**src/rtl/router_settings.svh**
```systemverilog
`ifndef ROUTER_SETTINGS_SVH
`define ROUTER_SETTINGS_SVH

// entries per input FIFO, also the starting credits of every link
`define FIFO_DEPTH 4

// bits per mesh coordinate
`define COORD_W 3

// packet length field, counted in flits including the head
`define LEN_W 8

// head flit layout from the top down:
// head marker, dest X, dest Y, length, then payload
`define FLIT_W 32

`endif
```
**src/rtl/routerPkg.sv**
```systemverilog
`include "router_settings.svh"

package routerPkg;

  typedef logic [`FLIT_W-1:0] flitT;

  typedef logic [`COORD_W-1:0] coordT;

  typedef logic [`LEN_W-1:0] lenT;

  // holds 0 up to FIFO_DEPTH
  typedef logic [$clog2(`FIFO_DEPTH+1)-1:0] creditT;

  // index of every per-port vector
  typedef enum logic [2:0] {
    portLocal = 3'd0,
    portNorth = 3'd1,
    portEast  = 3'd2,
    portWest  = 3'd3,
    portSouth = 3'd4
  } portT;

  typedef enum logic {
    arbIdle,
    arbBusy
  } arbStateT;

endpackage

```
**src/rtl/meshRouter.sv**
```systemverilog
`timescale 1ns/100ps

module meshRouter
  import routerPkg::*;
#(
  parameter int routerX = 0,
  parameter int routerY = 0
)
(
  input  logic       clk,
  input  logic       rst,
  input  logic [4:0] inValid,
  input  flitT [4:0] inFlit,
  input  logic [4:0] creditIn,
  output logic [4:0] creditOut,
  output logic [4:0] outValid,
  output flitT [4:0] outFlit
);

  // first index is the driving side
  logic [4:0][4:0] reqVec;
  logic [4:0][4:0] reqByOut;
  logic [4:0][4:0] grant;
  logic [4:0][4:0] sent;
  logic [4:0][4:0] sentByIn;
  flitT [4:0] frontFlit;
  lenT [4:0] frontLen;
  logic [4:0] notEmpty;

  for (genvar i = 0; i < 5; i++)
  begin : gXpose
    for (genvar o = 0; o < 5; o++)
    begin : gBit
      assign reqByOut[o][i] = reqVec[i][o];
      assign sentByIn[i][o] = sent[o][i];
    end
  end

  for (genvar p = 0; p < 5; p++)
  begin : gPort
    inputPort #(
      .routerX(routerX),
      .routerY(routerY)
    ) inPort (
      .clk(clk),
      .rst(rst),
      .inValid(inValid[p]),
      .inFlit(inFlit[p]),
      .sent(sentByIn[p]),
      .creditOut(creditOut[p]),
      .reqVec(reqVec[p]),
      .frontFlit(frontFlit[p]),
      .frontLen(frontLen[p]),
      .notEmpty(notEmpty[p])
    );

    portArbiter arb (
      .clk(clk),
      .rst(rst),
      .req(reqByOut[p]),
      .frontLen(frontLen),
      .sent(sent[p]),
      .grant(grant[p])
    );

    outputPort outPort (
      .clk(clk),
      .rst(rst),
      .grant(grant[p]),
      .frontFlit(frontFlit),
      .notEmpty(notEmpty),
      .creditIn(creditIn[p]),
      .sent(sent[p]),
      .outValid(outValid[p]),
      .outFlit(outFlit[p])
    );
  end

endmodule

```
**src/rtl/outputPort.sv**
```systemverilog
`timescale 1ns/100ps
`include "router_settings.svh"

module outputPort
  import routerPkg::*;
(
  input  logic          clk,
  input  logic          rst,
  input  logic    [4:0] grant,
  input  flitT    [4:0] frontFlit,
  input  logic    [4:0] notEmpty,
  input  logic          creditIn,
  output logic    [4:0] sent,
  output logic          outValid,
  output flitT          outFlit
);

  flitT selFlit;
  logic avail;
  logic fire;
  creditT credits;

  // grant is one-hot, so an OR mux is enough
  always_comb
  begin
    selFlit = '0;
    avail = 1'b0;
    for (int i = 0; i < 5; i++)
    begin
      if (grant[i])
      begin
        selFlit = selFlit | frontFlit[i];
        avail = avail | notEmpty[i];
      end
    end
  end

  assign fire = avail && (credits != '0);
  assign sent = fire ? grant : 5'b0;

  always_ff @(posedge clk)
  begin
    if (rst)
    begin
      credits <= creditT'(`FIFO_DEPTH);
      outValid <= 1'b0;
    end
    else
    begin
      outValid <= fire;
      // send and return may land in the same cycle
      case ({fire, creditIn})
        2'b10:
          credits <= credits - 1'b1;
        2'b01:
          credits <= credits + 1'b1;
        default:
          credits <= credits;
      endcase
    end
  end

  always_ff @(posedge clk)
  begin
    if (fire)
    begin
      outFlit <= selFlit;
    end
  end

endmodule

```
**src/rtl/portArbiter.sv**
```systemverilog
`timescale 1ns/100ps

module portArbiter
  import routerPkg::*;
(
  input  logic          clk,
  input  logic          rst,
  input  logic    [4:0] req,
  input  lenT     [4:0] frontLen,
  input  logic    [4:0] sent,
  output logic    [4:0] grant
);

  arbStateT state;
  portT ptr;
  portT owner;
  portT winner;
  lenT count;
  logic found;

  function automatic portT nextPort(input portT p);
    if (p == portSouth)
      return portLocal;
    return portT'(p + 3'd1);
  endfunction

  // first requester in rotating order starting at ptr
  always_comb
  begin
    int unsigned idx;
    found = 1'b0;
    winner = ptr;
    for (int k = 0; k < 5; k++)
    begin
      idx = (int'(ptr) + k) % 5;
      if (!found && req[idx])
      begin
        found = 1'b1;
        winner = portT'(idx);
      end
    end
  end

  always_ff @(posedge clk)
  begin
    if (rst)
    begin
      state <= arbIdle;
      ptr <= portLocal;
      owner <= portLocal;
      count <= '0;
    end
    else
    begin
      case (state)
        arbIdle:
        begin
          if (found)
          begin
            state <= arbBusy;
            owner <= winner;
            // winner's front is its head flit here
            count <= frontLen[winner];
          end
        end
        arbBusy:
        begin
          if (sent[owner])
          begin
            count <= count - 1'b1;
            // a zero length head is treated as a single flit
            if (count <= lenT'(1))
            begin
              state <= arbIdle;
              ptr <= nextPort(owner);
            end
          end
        end
        default:
        begin
          state <= arbIdle;
        end
      endcase
    end
  end

  always_comb
  begin
    grant = '0;
    if (state == arbBusy)
      grant[owner] = 1'b1;
  end

endmodule

```
**src/rtl/inputPort.sv**
```systemverilog
`timescale 1ns/100ps
`include "router_settings.svh"

module inputPort
  import routerPkg::*;
#(
  parameter int routerX = 0,
  parameter int routerY = 0
)
(
  input  logic       clk,
  input  logic       rst,
  input  logic       inValid,
  input  flitT       inFlit,
  input  logic [4:0] sent,
  output logic       creditOut,
  output logic [4:0] reqVec,
  output flitT       frontFlit,
  output lenT        frontLen,
  output logic       notEmpty
);

  localparam int PtrW = (`FIFO_DEPTH > 1) ? $clog2(`FIFO_DEPTH) : 1;
  localparam int HeadBit = `FLIT_W - 1;
  localparam int XHi = HeadBit - 1;
  localparam int YHi = XHi - `COORD_W;
  localparam int LenHi = YHi - `COORD_W;

  flitT mem [`FIFO_DEPTH];
  logic [PtrW-1:0] wrPtr;
  logic [PtrW-1:0] rdPtr;
  creditT count;
  logic pop;
  logic push;
  logic isHead;
  coordT destX;
  coordT destY;
  portT headRoute;
  portT routeReg;
  portT curRoute;

  assign notEmpty = (count != '0);
  assign pop = (|sent) && notEmpty;
  // upstream only sends on credit, so a full FIFO is never written
  assign push = inValid && ((count != creditT'(`FIFO_DEPTH)) || pop);

  assign frontFlit = mem[rdPtr];
  assign frontLen = frontFlit[LenHi -: `LEN_W];
  assign isHead = frontFlit[HeadBit];
  assign destX = frontFlit[XHi -: `COORD_W];
  assign destY = frontFlit[YHi -: `COORD_W];

  always_ff @(posedge clk)
  begin
    if (push)
    begin
      mem[wrPtr] <= inFlit;
    end
  end

  always_ff @(posedge clk)
  begin
    if (rst)
    begin
      wrPtr <= '0;
      rdPtr <= '0;
      count <= '0;
      creditOut <= 1'b0;
    end
    else
    begin
      if (push)
      begin
        wrPtr <= (wrPtr == PtrW'(`FIFO_DEPTH - 1)) ? '0 : wrPtr + 1'b1;
      end
      if (pop)
      begin
        rdPtr <= (rdPtr == PtrW'(`FIFO_DEPTH - 1)) ? '0 : rdPtr + 1'b1;
      end
      count <= count + creditT'(push) - creditT'(pop);
      // one credit back upstream per popped flit
      creditOut <= pop;
    end
  end

  // dimension ordered, X first
  always_comb
  begin
    if (destX > coordT'(routerX))
      headRoute = portEast;
    else if (destX < coordT'(routerX))
      headRoute = portWest;
    else if (destY > coordT'(routerY))
      headRoute = portNorth;
    else if (destY < coordT'(routerY))
      headRoute = portSouth;
    else
      headRoute = portLocal;
  end

  always_ff @(posedge clk)
  begin
    if (rst)
      routeReg <= portLocal;
    else if (notEmpty && isHead)
      routeReg <= headRoute;
  end

  // body flits follow the route of their head
  assign curRoute = isHead ? headRoute : routeReg;

  always_comb
  begin
    reqVec = '0;
    if (notEmpty)
      reqVec[curRoute] = 1'b1;
  end

endmodule

```
**config.mk**
```make
export PLATFORM = sky130hd
export DESIGN_NAME = meshRouter
export DESIGN_NICKNAME = d
export VERILOG_FILES = /design/src/rtl/routerPkg.sv /design/src/rtl/meshRouter.sv /design/src/rtl/outputPort.sv /design/src/rtl/portArbiter.sv /design/src/rtl/inputPort.sv
export VERILOG_INCLUDE_DIRS = /design/src /design/src/rtl
export SDC_FILE = /design/constraint.sdc
export NUM_CORES = 2
export LEC_CHECK = 0
export BUFFER_PORTS_ARGS = -buffer_cell sky130_fd_sc_hd__buf_2
export CORE_ASPECT_RATIO = 2
export CORE_MARGIN = 2
export CORE_UTILIZATION = 55
export DETAILED_ROUTE_END_ITERATION = 6
export PLACE_DENSITY = 0.83
export SLEW_MARGIN = 20
export SYNTH_ARGS = -nofsm -noshare
export SYNTH_HDL_FRONTEND = slang
export SYNTH_SLANG_ARGS = --single-unit
export TNS_END_PERCENT = 30
```
**constraint.sdc**
```tcl
create_clock -name clk -period 5.6 [get_ports clk]
set_input_delay 0.56 -clock clk [delete_from_list [all_inputs] [get_ports clk]]
set_output_delay 0.56 -clock clk [all_outputs]
set_load 0.01 [all_outputs]
```
==> out/metrics.yaml <==
outcome:
  outcome: "finished, violations left"
  violations: "design-rule violations"
floorplanning:
  core-area_mm2: 0.0846
  initial_core_util: 0.554
  dieWidth_um: 210
  ios: 342
  row_count: 151
  dieArea_mm2: 0.0878
  die_h_um: 417
worst_setup_path:
  r2r_start: "gPort[2].arb.ptr[1]$_SDFFE_PP0P_"
  crit_family: "compound AO/OA/AOI/OAI gates"
  reg2reg_depth: 22
  crit_chain: "inv_1 > ha_1 > inv_1 > ha_1 > inv_1 > ha_1 > inv_1 > ha_1 > nor2b_1 > o21ai_0 > a21o_1 > a21o_1 > and3b_1 > o31ai_1 > nand3_1 > nor2_1 > o211ai_1 > nor3b_2 > buf_4 > and3b_1 > a22oi_1 > a31oi_1"
  cp_data_required_time_ps: 6200
  crit_path_start_kind: "register"
  rrSetupSlack_ps: 430
  timing.critical_path.buf_inv: 5
  crit_path_end_kind: "register"
  cpPeakStageDelay_ps: 590
  r2r_end: "gPort[2].arb.count[4]$_SDFFE_PP0P_"
  slowest_stage: "o31ai_1"
  worstPathArrival_ps: 5780
  worstSetupPathType: "reg -> reg"
  cp_max_fo: 19
synth:
  yosysUniqueCellTypes: 115
  syn-num-nets: 3934
  synth_compound_area_frac: 0.124
  synth_fa_ha_area_frac: 0.0411
  syn-cell-area_mm2: 0.0469
  yosysWarnings: 0
  synth-simple-area-share: 0.109
  synth_area_leaders: "edfxtp_1 51%, mux4_2 7.8%, dfxtp_1 6.4%, a22oi_1 4.1%, ha_1 3.7%"
  synth_top_area_share: 0.512
  synthCells: 3614
  yosysTopAreaCell: "edfxtp_1"
  async_reset_ff_frac: 0
  muxShareOfSynthArea: 0.109
  yosysSeqAreaShare: 0.576
  synthXorXnorAreaFrac: 0.0110
  ys_ff_latch: 949
  synth_ff_type: "edfxtp_1"
  syn_avg_cell_area_um2: 13.0
  synth-edff-count: 800
  synth_top_family_by_area: "compound AO/OA/AOI/OAI gates"
sta:
  finalHoldViolCount: 0
  fin_skew_ps: 49.6
  slew_headroom: 0.246
  fin_crit_sh: 0.924
  slew_viol_final: 0
  setup_tns_ps: 0
  fmax_mhz: 193
  setup_viol: 0
  worst_slack_ps: 427
  tightest_slew_ps: 1120
  grt_setup_unrepaired: "false"
  min_period_ps: 5170
final_layout:
  layout-drive-gt1-share: 0.227
  stdcell_area_mm2: 0.0531
  area_growth_pct: 13.3
  nets: 4306
pwr:
  peakVddDrop_mv: 0.434
  clockPowerShare: 0.251
  leakage_nw: 18.9
  intPower_mw: 14.9
  power.share.sequential: 0.396
  power.density_mw_per_mm2: 448
  netSwitchingFraction: 0.375
  power_switching_mw: 8.93
  p_comb_frac: 0.353
clock_network:
  clock_latency_ps: 720
  path_clk_slew_ps: 80
  cts_buffers: 83
  clk_path_buf_depth: 3
  htreeDepth: 3
  cts_tree: "yes"
  clock_sinks: 949
  cts-root-buf: "clkbuf_16"
placement:
  routabilityCongestion: 1.03
  post-place-ws_ps: 368
  post_dp_cell_area_mm2: 0.0503
  io_buffers: 341
  place_hpwl_mm: 107
global_routing:
  grt_max_degree: 52
  grt_pass1_wl_mm: 229
  first_global_vias: 34900
  track_usage: 0.361
  grt_overflow: 0
  antenna_found_initial: 29
min_path:
  holdPathStages: 1
  worst_hold_path_type: "in -> reg"
  hold_path_end: "gPort[4].inPort.mem[2][14]$_DFFE_PP_"
  hp-start: "inFlit[142]"
route:
  routedWlPerCell_um: 30.6
  via_count: 34900
  ant_nets: 0
  drt-initial-drc-count: 4627
  drcViolationCount: 77
  wirelength_mm: 157
  vias_per_cell: 6.79
  drt_first_pass_iters: 7
job:
  cap_violations: 0
==> cell usage in the layout (no fill, tap or decap), types with 33 or more instances in the layout <==
| cell | Yosys | final |
|---|---|---|
| ha_1 | 138 | 138 |
| or3_1 | 48 | 48 |
| mux4_2 | 162 | 162 |
| and2_1 | 69 | 69 |
| mux2_2 | 36 | 36 |
| inv_1 | 126 | 123 |
| a22oi_1 | 253 | 253 |
| nand2b_1 | 37 | 37 |
| buf_2 | 13 | 340 |
| nand3_1 | 152 | 152 |
| nor2_1 | 196 | 190 |
| nor3_1 | 100 | 88 |
| buf_4 | 16 | 142 |
| mux2i_1 | 103 | 103 |
| edfxtp_1 | 800 | 800 |
| dfxtp_1 | 149 | 144 |
| o21ai_0 | 67 | 67 |
| a21oi_1 | 146 | 145 |
| nand2_1 | 266 | 266 |
| clkbuf_16 | 0 | 84 |
| a211oi_1 | 41 | 41 |
| xnor2_1 | 35 | 33 |
==> layout make-up <==
type,instances,area [um2]
Clock buffer,104,2190
Clock inverter,49,594
Timing Repair Buffer,485,2830
Multi-Input combinational cell,2333,18600
Inverter,134,503
Fill cell,6240,31500
Tap cell,1071,1340
Sequential cell,949,27000
Antenna cell,16,40.0
==> worst max path at each step <==
stage,start,endpoint,slack [ps],depth (start not counted)
3_5_place_dp,gPort[2].arb.ptr[1]$_SDFFE_PP0P_,gPort[2].arb.count[4]$_SDFFE_PP0P_,370,22
6_report,gPort[2].arb.ptr[1]$_SDFFE_PP0P_,gPort[2].arb.count[4]$_SDFFE_PP0P_,430,22
5_1_grt,gPort[2].arb.ptr[1]$_SDFFE_PP0P_,gPort[2].arb.count[4]$_SDFFE_PP0P_,5,22
2_1_floorplan,gPort[1].arb.ptr[0]$_SDFFE_PP0P_,gPort[1].arb.count[6]$_SDFFE_PP0P_,360,26
3_3_place_gp,gPort[2].arb.ptr[1]$_SDFFE_PP0P_,gPort[2].arb.count[4]$_SDFFE_PP0P_,490,22
4_1_cts,gPort[2].arb.ptr[1]$_SDFFE_PP0P_,gPort[2].arb.count[4]$_SDFFE_PP0P_,350,22
==> synthesized netlist by cell type (14+ instances only) <==
library cell / instances
edfxtp_1: 800
mux2i_1: 103
a31oi_1: 23
a221oi_1: 14
dfxtp_1: 149
a22oi_1: 253
inv_1: 126
ha_1: 138
nor2_1: 196
nand2b_1: 37
buf_4: 16
a222oi_1: 25
and2_1: 69
o21a_1: 14
nor2b_1: 22
a211oi_1: 41
nor4_1: 19
o31ai_1: 19
clkbuf_1: 144
nand2_1: 266
xor2_1: 22
nor3_1: 100
nand3_1: 152
mux4_2: 162
xnor2_1: 35
o21ai_0: 67
o211ai_1: 25
buf_1: 15
a21oi_1: 146
or3_1: 48
mux2_2: 36
nor3b_1: 15
==> metrics by stage <==
step	util	hold slack [ps]	total power, mW	std cells
global placement	0.594	466	17.3	4972
floorplan	-	453	14.4	3614
CTS	0.627	21.3	23.5	5125
finish	0.628	50.8	23.8	5141
global route	0.628	43.0	24.6	5130
detailed placement	0.594	481	17.5	4972
==> what timing repair did <==
| action | 4_1_cts | 5_1_grt |
|---|---|---|
| buffers inserted | 0 | 0 |
| gates resized for setup | 0 | 8 |
| hold buffers | 0 | 0 |
| setup endpoints to repair | 0 | 14 |
==> power by group through the flow <==
| stage | Combinational, mW | Clock (mW) | Sequential, mW |
|---|---|---|---|
| 2_1_floorplan | 4.99 | 0 | 9.41 |
| 3_3_place_gp | 7.85 | 0 | 9.49 |
| 3_5_place_dp | 7.97 | 0 | 9.52 |
| 4_1_cts | 8.03 | 6.03 | 9.41 |
| 5_1_grt | 8.82 | 6.24 | 9.50 |
| 6_report | 8.41 | 5.97 | 9.43 |
==> sequential cells by signal (all words and copies together) (netlist names), named ones only <==
register,flops
gPort.arb.state,5
gPort.arb.owner,12
gPort.inPort.count,15
gPort.arb.ptr,12
gPort.outPort.credits,15
gPort.inPort.wrPtr,10
gPort.outPort.outFlit,160
gPort.inPort.creditOut,5
gPort.inPort.rdPtr,10
gPort.arb.count,40
gPort.inPort.routeReg,10
gPort.outPort.outValid,5
gPort.inPort.mem,640
==> worst reg2reg max path, stage by stage, from the launching register on <==
cell and delay (ps):
dfxtp_1 310, inv_1 190, ha_1 270, inv_1 80, ha_1 400, inv_1 120, ha_1 210, inv_1 50
ha_1 220, nor2b_1 130, o21ai_0 150, a21o_1 220, a21o_1 210, and3b_1 180, o31ai_1 590, nand3_1 320
nor2_1 160, o211ai_1 80, nor3b_2 170, buf_4 230, and3b_1 440, a22oi_1 180, a31oi_1 200
==> cells by family after synthesis <==
kind of cell               after synthesis
muxes                                  304
xor gates and xnor gates                58
AOI/OAI and AO/OA                      805
buffers and inverters                  332
adders and majority gates              148
and+or+nand+nor                       1018
DFF                                    949
==> routing by layer <==
metal | up-vias | global-route usage | wire length (um)
met1 | 16900 | 0.383 | 48600
met3 | 746 | 0.105 | 16900
met5 | - | 0.000565 | 138
li1 | 14900 | - | -
met2 | 2411 | 0.587 | 75000
met4 | 20 | 0.311 | 16700
Note: power is estimated with default switching activity, not from simulation.
